$ cat src/rtl/dfPkg.sv
// Shared types, register map and fixed filter constants of the decimating filter.
`default_nettype none

package dfPkg;

    typedef logic signed [15:0] sampleT;
    typedef logic [12:0]        regAddrT;
    typedef logic [31:0]        busDataT;
    typedef logic [14:0]        cicDecT;
    typedef logic [5:0]         cicShiftT;
    typedef logic signed [63:0] cicAccT;   // 16 bits in, plus 3 x 15 bits of growth.
    typedef logic signed [7:0]  coefT;

    // ##############################
    // register map, offsets from REG_BASE.
    localparam regAddrT DF_CONTROL        = 13'h000;
    localparam regAddrT DF_CIC_DECIMATION = 13'h004;
    localparam regAddrT DF_CIC_SHIFT      = 13'h008;

    localparam logic [3:0] CTRL_RESET       = 4'hF;   // every stage bypassed.
    localparam cicDecT     DECIMATION_RESET = 15'd1;
    localparam cicShiftT   SHIFT_RESET      = 6'd0;

    // ##############################
    // fixed taps, each set sums to 32.
    localparam coefT HB_COEF [7] = '{-8'sd1, 8'sd0, 8'sd9, 8'sd16, 8'sd9, 8'sd0, -8'sd1};
    localparam int   HB_NORM_SHIFT = 5;
    localparam coefT FIR_COEF [5] = '{-8'sd2, 8'sd4, 8'sd28, 8'sd4, -8'sd2};
    localparam int   FIR_NORM_SHIFT = 5;

    localparam cicAccT SAMPLE_MAX = 64'sd32767;
    localparam cicAccT SAMPLE_MIN = -64'sd32768;

    // clamp a wide signed value into the sample range.
    function automatic sampleT saturate(input cicAccT value);
        if (value > SAMPLE_MAX) return 16'sh7FFF;
        if (value < SAMPLE_MIN) return 16'sh8000;
        return sampleT'(value);
    endfunction

endpackage

`default_nettype wire

$ cat src/rtl/dfCtrlIf.sv
// Configuration bundle from the register block to the filter stages.
`timescale 1ns/1ps
`default_nettype none

interface dfCtrlIf;

    import dfPkg::*;

    logic     bypassHb0;
    logic     bypassCic;
    logic     bypassHb1;
    logic     bypassFir;
    cicDecT   cicDecimation;   // decimation ratio R.
    cicShiftT cicShift;        // right shift after the combs.

    // driven by the register block.
    modport regs (
        output bypassHb0,
        output bypassCic,
        output bypassHb1,
        output bypassFir,
        output cicDecimation,
        output cicShift
    );

    // stages pick out their own fields.
    modport datapath (
        input bypassHb0,
        input bypassCic,
        input bypassHb1,
        input bypassFir,
        input cicDecimation,
        input cicShift
    );

endinterface

`default_nettype wire

$ cat src/rtl/cicDecimator.sv
// Multi-stage CIC decimator with programmable ratio, output shift and bypass.
`timescale 1ns/1ps
`default_nettype none

module cicDecimator #(
    parameter int CIC_STAGES = 3
) (
    input  wire                 busClk,
    input  wire                 rstN,
    dfCtrlIf.datapath           ctrl,
    input  wire dfPkg::sampleT  inSample,
    input  wire                 inValid,
    output dfPkg::sampleT       outSample,
    output logic                outValid
);

    import dfPkg::*;

    cicAccT integ [CIC_STAGES];
    cicAccT integNext [CIC_STAGES];
    cicAccT combDelay [CIC_STAGES];
    cicAccT combStage [CIC_STAGES+1];   // comb input, then one entry per stage.

    cicDecT count;
    cicDecT ratio;
    logic   wrap;
    sampleT decimated;

    // ##############################
    // integrators and combs.
    always_comb begin
        ratio = (ctrl.cicDecimation == '0) ? cicDecT'(1) : ctrl.cicDecimation;
        wrap  = (count >= cicDecT'(ratio - 1'b1));

        // integrator chain sees the incoming sample this cycle.
        integNext[0] = integ[0] + cicAccT'(inSample);
        for (int k = 1; k < CIC_STAGES; k++) begin
            integNext[k] = integ[k] + integNext[k-1];
        end

        combStage[0] = integNext[CIC_STAGES-1];
        for (int k = 0; k < CIC_STAGES; k++) begin
            combStage[k+1] = combStage[k] - combDelay[k];
        end

        decimated = saturate(combStage[CIC_STAGES] >>> ctrl.cicShift);
    end

    // ##############################
    // state update.
    always_ff @(posedge busClk or negedge rstN) begin
        if (!rstN) begin
            count    <= '0;
            outValid <= 1'b0;
            for (int k = 0; k < CIC_STAGES; k++) begin
                integ[k]     <= '0;
                combDelay[k] <= '0;
            end
        end else begin
            outValid <= inValid && (ctrl.bypassCic || wrap);
            if (inValid && !ctrl.bypassCic) begin
                count <= wrap ? '0 : cicDecT'(count + 1'b1);
                for (int k = 0; k < CIC_STAGES; k++) begin
                    integ[k] <= integNext[k];
                end
                // combs run at the decimated rate.
                if (wrap) begin
                    for (int k = 0; k < CIC_STAGES; k++) begin
                        combDelay[k] <= combStage[k];
                    end
                end
            end
        end
    end

    always_ff @(posedge busClk) begin
        if (inValid && (ctrl.bypassCic || wrap)) begin
            outSample <= ctrl.bypassCic ? inSample : decimated;
        end
    end

endmodule

`default_nettype wire

$ cat src/rtl/compensationFir.sv
// Symmetric 5-tap compensation FIR at the output rate, with bypass.
`timescale 1ns/1ps
`default_nettype none

module compensationFir (
    input  wire                 busClk,
    input  wire                 rstN,
    input  wire                 bypass,
    input  wire dfPkg::sampleT  inSample,
    input  wire                 inValid,
    output dfPkg::sampleT       outSample,
    output logic                outValid
);

    import dfPkg::*;

    localparam int ACC_W = 24;

    localparam logic signed [ACC_W-1:0] COEF_EDGE   = ACC_W'(FIR_COEF[0]);
    localparam logic signed [ACC_W-1:0] COEF_NEAR   = ACC_W'(FIR_COEF[1]);
    localparam logic signed [ACC_W-1:0] COEF_CENTER = ACC_W'(FIR_COEF[2]);

    sampleT history [4];   // taps 1 to 4.

    logic signed [ACC_W-1:0] acc;
    sampleT                  filtered;

    // fold the mirrored taps before multiplying.
    always_comb begin
        acc = (ACC_W'(inSample) + ACC_W'(history[3])) * COEF_EDGE
            + (ACC_W'(history[0]) + ACC_W'(history[2])) * COEF_NEAR
            + ACC_W'(history[1]) * COEF_CENTER;
        filtered = saturate(cicAccT'(acc >>> FIR_NORM_SHIFT));
    end

    always_ff @(posedge busClk or negedge rstN) begin
        if (!rstN) begin
            outValid <= 1'b0;
            for (int k = 0; k < 4; k++) begin
                history[k] <= '0;
            end
        end else begin
            outValid <= inValid;   // one out per one in.
            if (inValid) begin
                history[0] <= inSample;
                for (int k = 1; k < 4; k++) begin
                    history[k] <= history[k-1];
                end
            end
        end
    end

    always_ff @(posedge busClk) begin
        if (inValid) begin
            outSample <= bypass ? inSample : filtered;
        end
    end

endmodule

`default_nettype wire

$ cat src/rtl/decimatingFilter.sv
// Decimating filter top level with register block and four-stage filter chain.
`timescale 1ns/1ps
`default_nettype none

module decimatingFilter #(
    parameter dfPkg::regAddrT REG_BASE   = '0,
    parameter int             CIC_STAGES = 3
) (
    input  wire                  busClk,
    input  wire                  rstN,

    // register bus.
    input  wire dfPkg::regAddrT  addr,
    input  wire dfPkg::busDataT  dataIn,
    output dfPkg::busDataT       dataOut,
    input  wire                  cs,
    input  wire                  wr0,
    input  wire                  wr1,

    // sample stream.
    input  wire dfPkg::sampleT   inSample,
    input  wire                  inValid,
    output dfPkg::sampleT        outSample,
    output logic                 outValid
);

    import dfPkg::*;

    sampleT hb0Sample;
    logic   hb0Valid;
    sampleT cicSample;
    logic   cicValid;
    sampleT hb1Sample;
    logic   hb1Valid;

    dfCtrlIf ctrlBus ();

    // ##############################
    // control.
    dfRegs #(
        .REG_BASE (REG_BASE)
    ) regsBlock (
        .busClk  (busClk),
        .rstN    (rstN),
        .addr    (addr),
        .dataIn  (dataIn),
        .cs      (cs),
        .wr0     (wr0),
        .wr1     (wr1),
        .dataOut (dataOut),
        .ctrl    (ctrlBus.regs)
    );

    // ##############################
    // chain: hb0, cic, hb1, fir.
    halfbandDecimator hb0Stage (
        .busClk    (busClk),
        .rstN      (rstN),
        .bypass    (ctrlBus.bypassHb0),
        .inSample  (inSample),
        .inValid   (inValid),
        .outSample (hb0Sample),
        .outValid  (hb0Valid)
    );

    cicDecimator #(
        .CIC_STAGES (CIC_STAGES)
    ) cicStage (
        .busClk    (busClk),
        .rstN      (rstN),
        .ctrl      (ctrlBus.datapath),
        .inSample  (hb0Sample),
        .inValid   (hb0Valid),
        .outSample (cicSample),
        .outValid  (cicValid)
    );

    halfbandDecimator hb1Stage (
        .busClk    (busClk),
        .rstN      (rstN),
        .bypass    (ctrlBus.bypassHb1),
        .inSample  (cicSample),
        .inValid   (cicValid),
        .outSample (hb1Sample),
        .outValid  (hb1Valid)
    );

    compensationFir firStage (
        .busClk    (busClk),
        .rstN      (rstN),
        .bypass    (ctrlBus.bypassFir),
        .inSample  (hb1Sample),
        .inValid   (hb1Valid),
        .outSample (outSample),
        .outValid  (outValid)
    );

endmodule

`default_nettype wire

$ cat src/rtl/dfRegs.sv
// Configuration registers of the decimating filter on the chip-select bus.
`timescale 1ns/1ps
`default_nettype none

module dfRegs #(
    parameter dfPkg::regAddrT REG_BASE = '0
) (
    input  wire                  busClk,
    input  wire                  rstN,
    input  wire dfPkg::regAddrT  addr,
    input  wire dfPkg::busDataT  dataIn,
    input  wire                  cs,
    input  wire                  wr0,
    input  wire                  wr1,
    output dfPkg::busDataT       dataOut,
    dfCtrlIf.regs                ctrl
);

    import dfPkg::*;

    logic [3:0] ctrlBits;     // bypass bits, hb0 in bit 0.
    cicDecT     decimation;
    cicShiftT   shift;

    regAddrT    offset;
    logic       inWindow;
    logic       selControl;
    logic       selDecimation;
    logic       selShift;

    // ##############################
    // address decode.
    assign offset   = addr - REG_BASE;
    assign inWindow = (addr >= REG_BASE);

    assign selControl    = cs && inWindow && (offset == DF_CONTROL);
    assign selDecimation = cs && inWindow && (offset == DF_CIC_DECIMATION);
    assign selShift      = cs && inWindow && (offset == DF_CIC_SHIFT);

    // ##############################
    // byte-lane writes.
    always_ff @(posedge busClk or negedge rstN) begin
        if (!rstN) begin
            ctrlBits   <= CTRL_RESET;
            decimation <= DECIMATION_RESET;
            shift      <= SHIFT_RESET;
        end else begin
            // lane 0 covers all of control and shift.
            if (wr0) begin
                if (selControl) begin
                    ctrlBits <= dataIn[3:0];
                end
                if (selDecimation) begin
                    decimation[7:0] <= dataIn[7:0];
                end
                if (selShift) begin
                    shift <= dataIn[5:0];
                end
            end
            if (wr1 && selDecimation) begin
                decimation[14:8] <= dataIn[14:8];   // ratio spills into lane 1.
            end
        end
    end

    // ##############################
    // readback, zero fill and zero when idle.
    always_comb begin
        dataOut = '0;
        if (selControl) begin
            dataOut = {28'h0, ctrlBits};
        end else if (selDecimation) begin
            dataOut = {17'h0, decimation};
        end else if (selShift) begin
            dataOut = {26'h0, shift};
        end
    end

    assign ctrl.bypassHb0     = ctrlBits[0];
    assign ctrl.bypassCic     = ctrlBits[1];
    assign ctrl.bypassHb1     = ctrlBits[2];
    assign ctrl.bypassFir     = ctrlBits[3];
    assign ctrl.cicDecimation = decimation;
    assign ctrl.cicShift      = shift;

endmodule

`default_nettype wire

$ cat src/rtl/halfbandDecimator.sv
// Halfband low-pass filter that decimates by two, with a bypass path.
`timescale 1ns/1ps
`default_nettype none

module halfbandDecimator (
    input  wire                 busClk,
    input  wire                 rstN,
    input  wire                 bypass,
    input  wire dfPkg::sampleT  inSample,
    input  wire                 inValid,
    output dfPkg::sampleT       outSample,
    output logic                outValid
);

    import dfPkg::*;

    localparam int ACC_W = 24;

    localparam logic signed [ACC_W-1:0] COEF_OUTER  = ACC_W'(HB_COEF[0]);
    localparam logic signed [ACC_W-1:0] COEF_INNER  = ACC_W'(HB_COEF[2]);
    localparam logic signed [ACC_W-1:0] COEF_CENTER = ACC_W'(HB_COEF[3]);

    // inSample is tap 0, history holds taps 1 to 6.
    sampleT history [6];
    logic   phase;                // high on every second sample.

    logic signed [ACC_W-1:0] pairOuter;
    logic signed [ACC_W-1:0] pairInner;
    logic signed [ACC_W-1:0] center;
    logic signed [ACC_W-1:0] acc;
    sampleT                  filtered;

    // taps 1 and 5 are zero and skipped.
    always_comb begin
        pairOuter = ACC_W'(inSample) + ACC_W'(history[5]);
        pairInner = ACC_W'(history[1]) + ACC_W'(history[3]);
        center    = ACC_W'(history[2]);
        acc       = pairOuter * COEF_OUTER
                  + pairInner * COEF_INNER
                  + center * COEF_CENTER;
        filtered  = saturate(cicAccT'(acc >>> HB_NORM_SHIFT));   // truncating.
    end

    always_ff @(posedge busClk or negedge rstN) begin
        if (!rstN) begin
            phase    <= 1'b0;
            outValid <= 1'b0;
            for (int k = 0; k < 6; k++) begin
                history[k] <= '0;
            end
        end else begin
            outValid <= inValid && (bypass || phase);
            if (inValid) begin
                phase      <= ~phase;
                history[0] <= inSample;
                for (int k = 1; k < 6; k++) begin
                    history[k] <= history[k-1];
                end
            end
        end
    end

    // payload only.
    always_ff @(posedge busClk) begin
        if (inValid && (bypass || phase)) begin
            outSample <= bypass ? inSample : filtered;
        end
    end

endmodule

`default_nettype wire

$ cat config.mk
export PLATFORM = sky130hd
export DESIGN_NAME = decimatingFilter
export DESIGN_NICKNAME = d
export VERILOG_FILES = /design/src/rtl/dfPkg.sv /design/src/rtl/dfCtrlIf.sv /design/src/rtl/cicDecimator.sv /design/src/rtl/compensationFir.sv /design/src/rtl/decimatingFilter.sv /design/src/rtl/dfRegs.sv /design/src/rtl/halfbandDecimator.sv
export SDC_FILE = /design/constraint.sdc
export NUM_CORES = 2
export LEC_CHECK = 0
export BUFFER_PORTS_ARGS = -buffer_cell sky130_fd_sc_hd__buf_4
export CAP_MARGIN = 0
export CORE_MARGIN = 2
export CORE_UTILIZATION = 60
export CTS_CLUSTER_DIAMETER = 200
export DETAILED_ROUTE_END_ITERATION = 10
export PLACE_DENSITY = 0.89
export SLEW_MARGIN = 20
export SYNTH_ARGS = -nofsm -noshare
export SYNTH_HDL_FRONTEND = slang
export SYNTH_SLANG_ARGS = --single-unit
$ cat constraint.sdc
create_clock -name busClk -period 21.4 [get_ports busClk]
set_input_delay 3.21 -clock busClk [delete_from_list [all_inputs] [get_ports busClk]]
set_output_delay 3.21 -clock busClk [all_outputs]
set_load 0.1 [all_outputs]
==> After elaboration in Yosys (flattened, before gate mapping) <==
Index checks and enable logic that the tools add are counted.
{ "word_totals": {"ff_bits": 750, "inputBits": 67, "word_cells": 134} }
{ "classes": {"n_reduce_logical": 19, "bitwise_logic": 2, "n_eq_ne": 2, "shift": 1, "mux": 37, "n_lt_le_gt_ge": 10, "addsub": 23, "n_mul": 3} }
{ "op_table": {"columns": ["cell", "count"], "rows": [
  ["two-way mux 16 bit", 20],
  ["subtractor 64 bit", 3],
  ["adder 64 bit", 2],
  ["adder 16 x 16 -> 17 bit", 6],
  ["adder 24 bit", 3],
  ["adder 64 x 16 -> 64 bit", 1],
  ["greater-than comparator 64 x 16 -> 1 bit, second input constant", 1],
  ["less-than comparator 64 x 16 -> 1 bit, second input constant", 1],
  ["two-way mux 32 bit", 2],
  [">>> shifter 64 x 6 -> 64 bit", 1],
  ["greater-than comparator 19 x 16 -> 1 bit, second input constant", 3],
  ["less-than comparator 19 x 16 -> 1 bit, second input constant", 3],
  ["adder 24 x 20 -> 24 bit", 2],
  ["multiplier 24 x 5 -> 24 bit, second input constant", 2],
  ["negator 24 bit", 2],
  ["two-way mux 15 bit", 2],
  ["adder 24 x 22 -> 24 bit", 1],
  ["negator 23 bit", 1],
  ["multiplier 16 x 4 -> 20 bit, second input constant", 1],
  ["adder 15 x 1 -> 15 bit, second input constant", 1],
  [">= comparator 15 bit", 1],
  ["zero test 15 bit", 1],
  ["subtractor 15 x 1 -> 15 bit, second input constant", 1],
  ["== test 13 x 3 -> 1 bit, second input constant", 1],
  ["10 further kinds", 35]
]} }

==> Depth between registers and ports, before layout <==
{ "depth": {"depth_word": 13, "mapped_depth": 89, "depth_no_buf": 86} }

==> By module <==
From an unflattened synthesis, not the netlist that was laid out.
{ "unflattened": {"hier_cells": 7629, "area_unflattened_um2": 65818.1} }
{ "modules_own_cells": {"columns": ["module", "n_inst", "cells_each", "seq_area_each_um2", "area_each_um2"], "rows": [
  ["cicDecimator", 1, 5278, 10490.1, 40988.1],
  ["halfbandDecimator (hb1Stage)", 1, 745, 2932.8, 8050.2],
  ["halfbandDecimator (hb0Stage)", 1, 734, 2932.8, 8001.4],
  ["compensationFir", 1, 758, 2107.0, 7387.1],
  ["dfRegs", 1, 114, 631.9, 1391.3]
]} }

==> Worst setup path before layout <==
Ideal clock, no wire load.
{ "synth_timing": {"path_type": "register to register", "start": "register hb0Stage.outSample[15]", "end": "register cicStage.outSample[11] (data pin)", "slack_ns": 5.174, "t_arrival_ns": 16.076, "t_required_ns": 21.250, "path_stages_with_launch": 70, "setup_time_ns": 0.150, "cell_sequence": "edfxtp_1 > ha_1 > a2111o_1 > o41a_1 > and2_1 > o21ai_0 > nand2b_1 > a21o_1 > a21oi_1 > xnor2_1 > ha_1 > and4_4 > nand2_2 > or4b_1 > o211a_1 > o31a_1 > o21ai_0 > a21o_1 > [... 34 more ...] > a21o_1 > a21o_1 > a211o_1 > a21oi_1 > mux2_2 > a311oi_1 > a22o_1 > nor2_1 > or4_1 > nor3b_1 > a2111oi_2 > nand4_1 > or4_1 > or4_1 > a21oi_2 > a41oi_4 > buf_6 > o22ai_2"} }
{ "synth_lines": {"columns": ["element", "line", "rtl"], "rows": [
  ["from (decl)", "halfbandDecimator.sv:11", "output dfPkg::sampleT outSample,"],
  ["from (signal assigned)", "halfbandDecimator.sv:66", "outSample <= bypass ? inSample : filtered;"],
  ["to (signal assigned)", "cicDecimator.sv:78", "outSample <= ctrl.bypassCic ? inSample : decimated;"],
  ["to (decl)", "cicDecimator.sv:13", "output dfPkg::sampleT outSample,"]
]} }

==> impl.org <==
** Timing
- Setup TNS :: 0 ns
- On the final layout, the worst clock skew is 0.0431 ns.
- Max-slew violation total from the final report :: 0
- The worst path needs 20.11 ns of the cycle, external delays included.
- At the pin with the least slew margin, the transition time is 1.07 ns.
- The worst path uses 94.0% of the clock period.
- Setup repair after global routing left no endpoint under its margin.
- The worst pin sits at a relative slew slack of 28.4%.
- Upper clock frequency limit :: about 50 MHz
- Final-report hold violation count :: 0
- Setup violations remaining at the end of the flow were counted as 0.

** Synth
- Post-synth top area share :: 25.7%
- Yosys mapped a number of flops with a built-in enable equal to 64.
- For this run, the leading register cell type out of synthesis is dfrtp_1.
- Synth top cells by count :: nand2_1 (963), inv_1 (931), dfrtp_1 (681)
- Synthesis produced between 7k and 8k cells.
- Sequential cells were found to cover 28.8% of the synthesized design area.
- Avg Synthesized Cell Area :: 8.48 um2
- The mapped netlist covers between 60000 and 70000 um2.
- Most common cell in the synthesized netlist :: nand2_1
- FF+latch count, synth :: 750
- In this run, distinct cell masters in the synthesized netlist total 107.
- Yosys printed 0 warnings.
- Fraction of registers with async set or reset after synthesis :: 91.5%
- Synth area leaders :: dfrtp_1 (26%), ha_1 (13%), nand2_1 (5.5%)
- dfrtp_1 takes more of the synthesized area than any other cell.

** Placement
- At the end of routability-driven placement, the weighted congestion stood at 1.01.
- During placement, the flow inserted port buffers numbering 81.
- Placement Cell Area :: 68100 um2
- Once detailed placement completed, the half-perimeter wirelength came to around 130 mm.

** Hold path
- HP Start :: hb1Stage.phase
- Counting instances, the worst hold path has a depth of 1.
- Endpoint with the worst hold slack :: hb1Stage.phase
- The tightest min-delay check is of the reg2reg type.

** Flow run
- Max-cap violations in this run came to 0.

** Floorplan
- The core region is 109000 um2.
- Total die area :: roughly 110000 um2
- # IOs :: 116
- Die Y :: ~340 um
- In this run the core area contains around 120 standard-cell rows.
- The die is 336 um wide.
- Starting Density :: between 60% and 70%

** Clock network
- Post-CTS repair changed the size of 0 cells.
- Bufs on Longest Clock Path :: 3
- The number of clock buffers added by TritonCTS is 88.
- Clock-pin slew was measured on the worst setup and hold paths at around 0.060 ns.
- At the later pin of the worst-skew pair, clock insertion delay measures 0.69 ns.
- Once the clock tree was built, the setup fixing pass inserted 0 buffers.
- TritonCTS clock tree :: built
- Clock sink count :: 750
- H-tree Lvls :: 3
- In this run, post-CTS hold repair placed 0 buffers.
- The cell sitting at the root of the clock tree is a clkbuf_16.

** Global route
- Entering global routing, the biggest net connects 106 pins.
- The first global-routing pass estimated 276 mm of wire.
- The initial antenna violation count came to 2.
- For this run, the total global-route usage over all layers was measured as 29.3%.
- Via count of the first global-routing pass :: 56.5k
- Summed over all layers, the global routing overflow is 0.

** Layout
- Relative to the synthesized area, the layout overhead comes to 7.37%.
- After routing the design area is 71200 um2.
- Multi-input gate area in the final layout :: ~43000 um2
- Total area of sequential cells :: 19100 um2
- At the end of the flow, the number of nets in the layout was 8617.
- Number of filler cells placed in the layout :: between 8k and 9k
- Cells with a size suffix above 1 make up 8.72% of the layout.
- Core occupancy in the finished layout :: 65.1%

** Worst setup path
- The worst setup path is captured at a flop.
- The largest single stage delay on the critical path is 0.59 ns.
- The critical path is of the reg2reg type.
- In this run the register-to-register setup slack is 1.29 ns.
- In this run the critical register-to-register path is captured at cicStage.outSample[2].
- The worst setup path is launched from a flop.
- Required @ worst endpoint :: 21.77 ns
- Cells on worst reg2reg path :: 77
- The worst register-to-register path begins at hb0Stage.outSample[0].
- Data arrives at the worst endpoint at approximately 20 ns.
- Cell type of the slowest stage on the worst timing path :: o41ai_1
- Along the worst path, the maximum fanout reaches 21.

** Route
- In the routed layout, each cell is associated on average with a via count of 6.05.
- The detail route stage leaves a number of antenna-violating nets equal to 0.
- Vias :: 56.3k
- The first detailed-routing pass ran for 7 iterations.
- The first routing iteration left ~4.5k violations.
- DRC violation count after routing :: 0
- Routed WL per cell :: 18.0 um
- After detailed routing, the total wire length is 167 mm.

** Run status
- The run finished with clean final reports.
-- worst max path at each step --
stage	slack [ns]	endpoint	from	depth (start not counted)
6_report	1.29	cicStage.outSample[2]	hb0Stage.outSample[0]	77
2_1_floorplan	5.17	cicStage.outSample[11]	hb0Stage.outSample[15]	69
3_3_place_gp	2.26	cicStage.outSample[14]	hb0Stage.outSample[0]	75
5_1_grt	0.13	cicStage.outSample[1]	hb0Stage.outSample[0]	75
4_1_cts	1.50	cicStage.outSample[14]	hb0Stage.outSample[0]	76
3_5_place_dp	1.90	cicStage.outSample[14]	hb0Stage.outSample[0]	74
-- cells in the final DEF, fill, tap and decap left out, types with 37 or more instances in the layout --
cell type and n:
clkbuf_16 91, a21o_1 267, o211ai_1 37, mux2_2 280, nand3_1 111, buf_4 122
nor2_1 445, o21ai_0 546, or3_1 37, xnor2_1 339, a221o_1 41, inv_1 927
and3_1 55, a21oi_1 550, a31oi_1 55, and2_1 40, nor3_1 92, edfxtp_1 64
o21a_1 60, nor2b_1 73, nand2_1 961, a211oi_1 70, fa_1 116, nand2b_1 84
dfrtp_1 673, xor2_1 195, mux2i_1 79, ha_1 666, o21bai_1 117, nand4_1 63
-- state kept, by name, indices dropped and copies added (netlist names), 6 cells and up --
name	flops
hb0Stage.history	80
hb0Stage.outSample	16
firStage.outSample	16
regsBlock.ctrl.cicShift	6
regsBlock.ctrl.cicDecimation	15
cicStage.count	15
hb1Stage.history	80
hb1Stage.outSample	16
cicStage.combDelay	192
hb1Stage.center	16
cicStage.integ	192
firStage.history	64
cicStage.outSample	16
hb0Stage.center	16
-- cells by family after synthesis --
family	Yosys count	synth area share [%]
mux	378	6.59
flops	750	28.8
xor+xnor	540	7.24
fa+ha+maj	782	16.1
compound gates	2078	20.2
other cells	1	0.00566
buf+inv	1215	7.00
simple gates	2077	14.1
-- critical path, delay by kind of cell, from the launching register on --
kind	cells	cell delay [ns]
multiplexers	1	0.53
XOR/XNOR	6	1.20
flip-flops	1	0.53
AND/OR/NAND/NOR	18	4.57
adder cells (fa/ha/maj)	7	2.27
AO/OA/AOI/OAI	42	10.18
buffers and inverters	3	0.49
-- area by class of cell --
cell class,count,area share [%]
clock inverter,41,0.698
antenna,1,0.00351
sequential,750,26.8
multi-input combinational,5872,60.0
inverter,931,4.91
clock buffer,118,3.61
tap,1476,2.59
timing repair buffer,125,1.37
-- metrics by stage --
step,hold slack [ns],instances,setup slack [ns]
after floorplan,0.443,7837,5.17
after global placement,0.456,9152,2.26
after detailed placement,0.464,9152,1.90
after CTS,0.474,9311,1.50
after global routing,0.483,9313,0.134
final,0.474,9314,1.29
-- layer usage --
layer	vias up	share of wire (%)	track usage [%]
li1	27000	-	-
met1	27100	42	36.9
met2	1856	48	50.6
met3	412	6.5	4.61
met4	4	3.6	11.5
met5	-	0.020	0.170
Power is not shown: default switching activity piles up to over one toggle a cycle in this logic, so the estimate is an artifact.
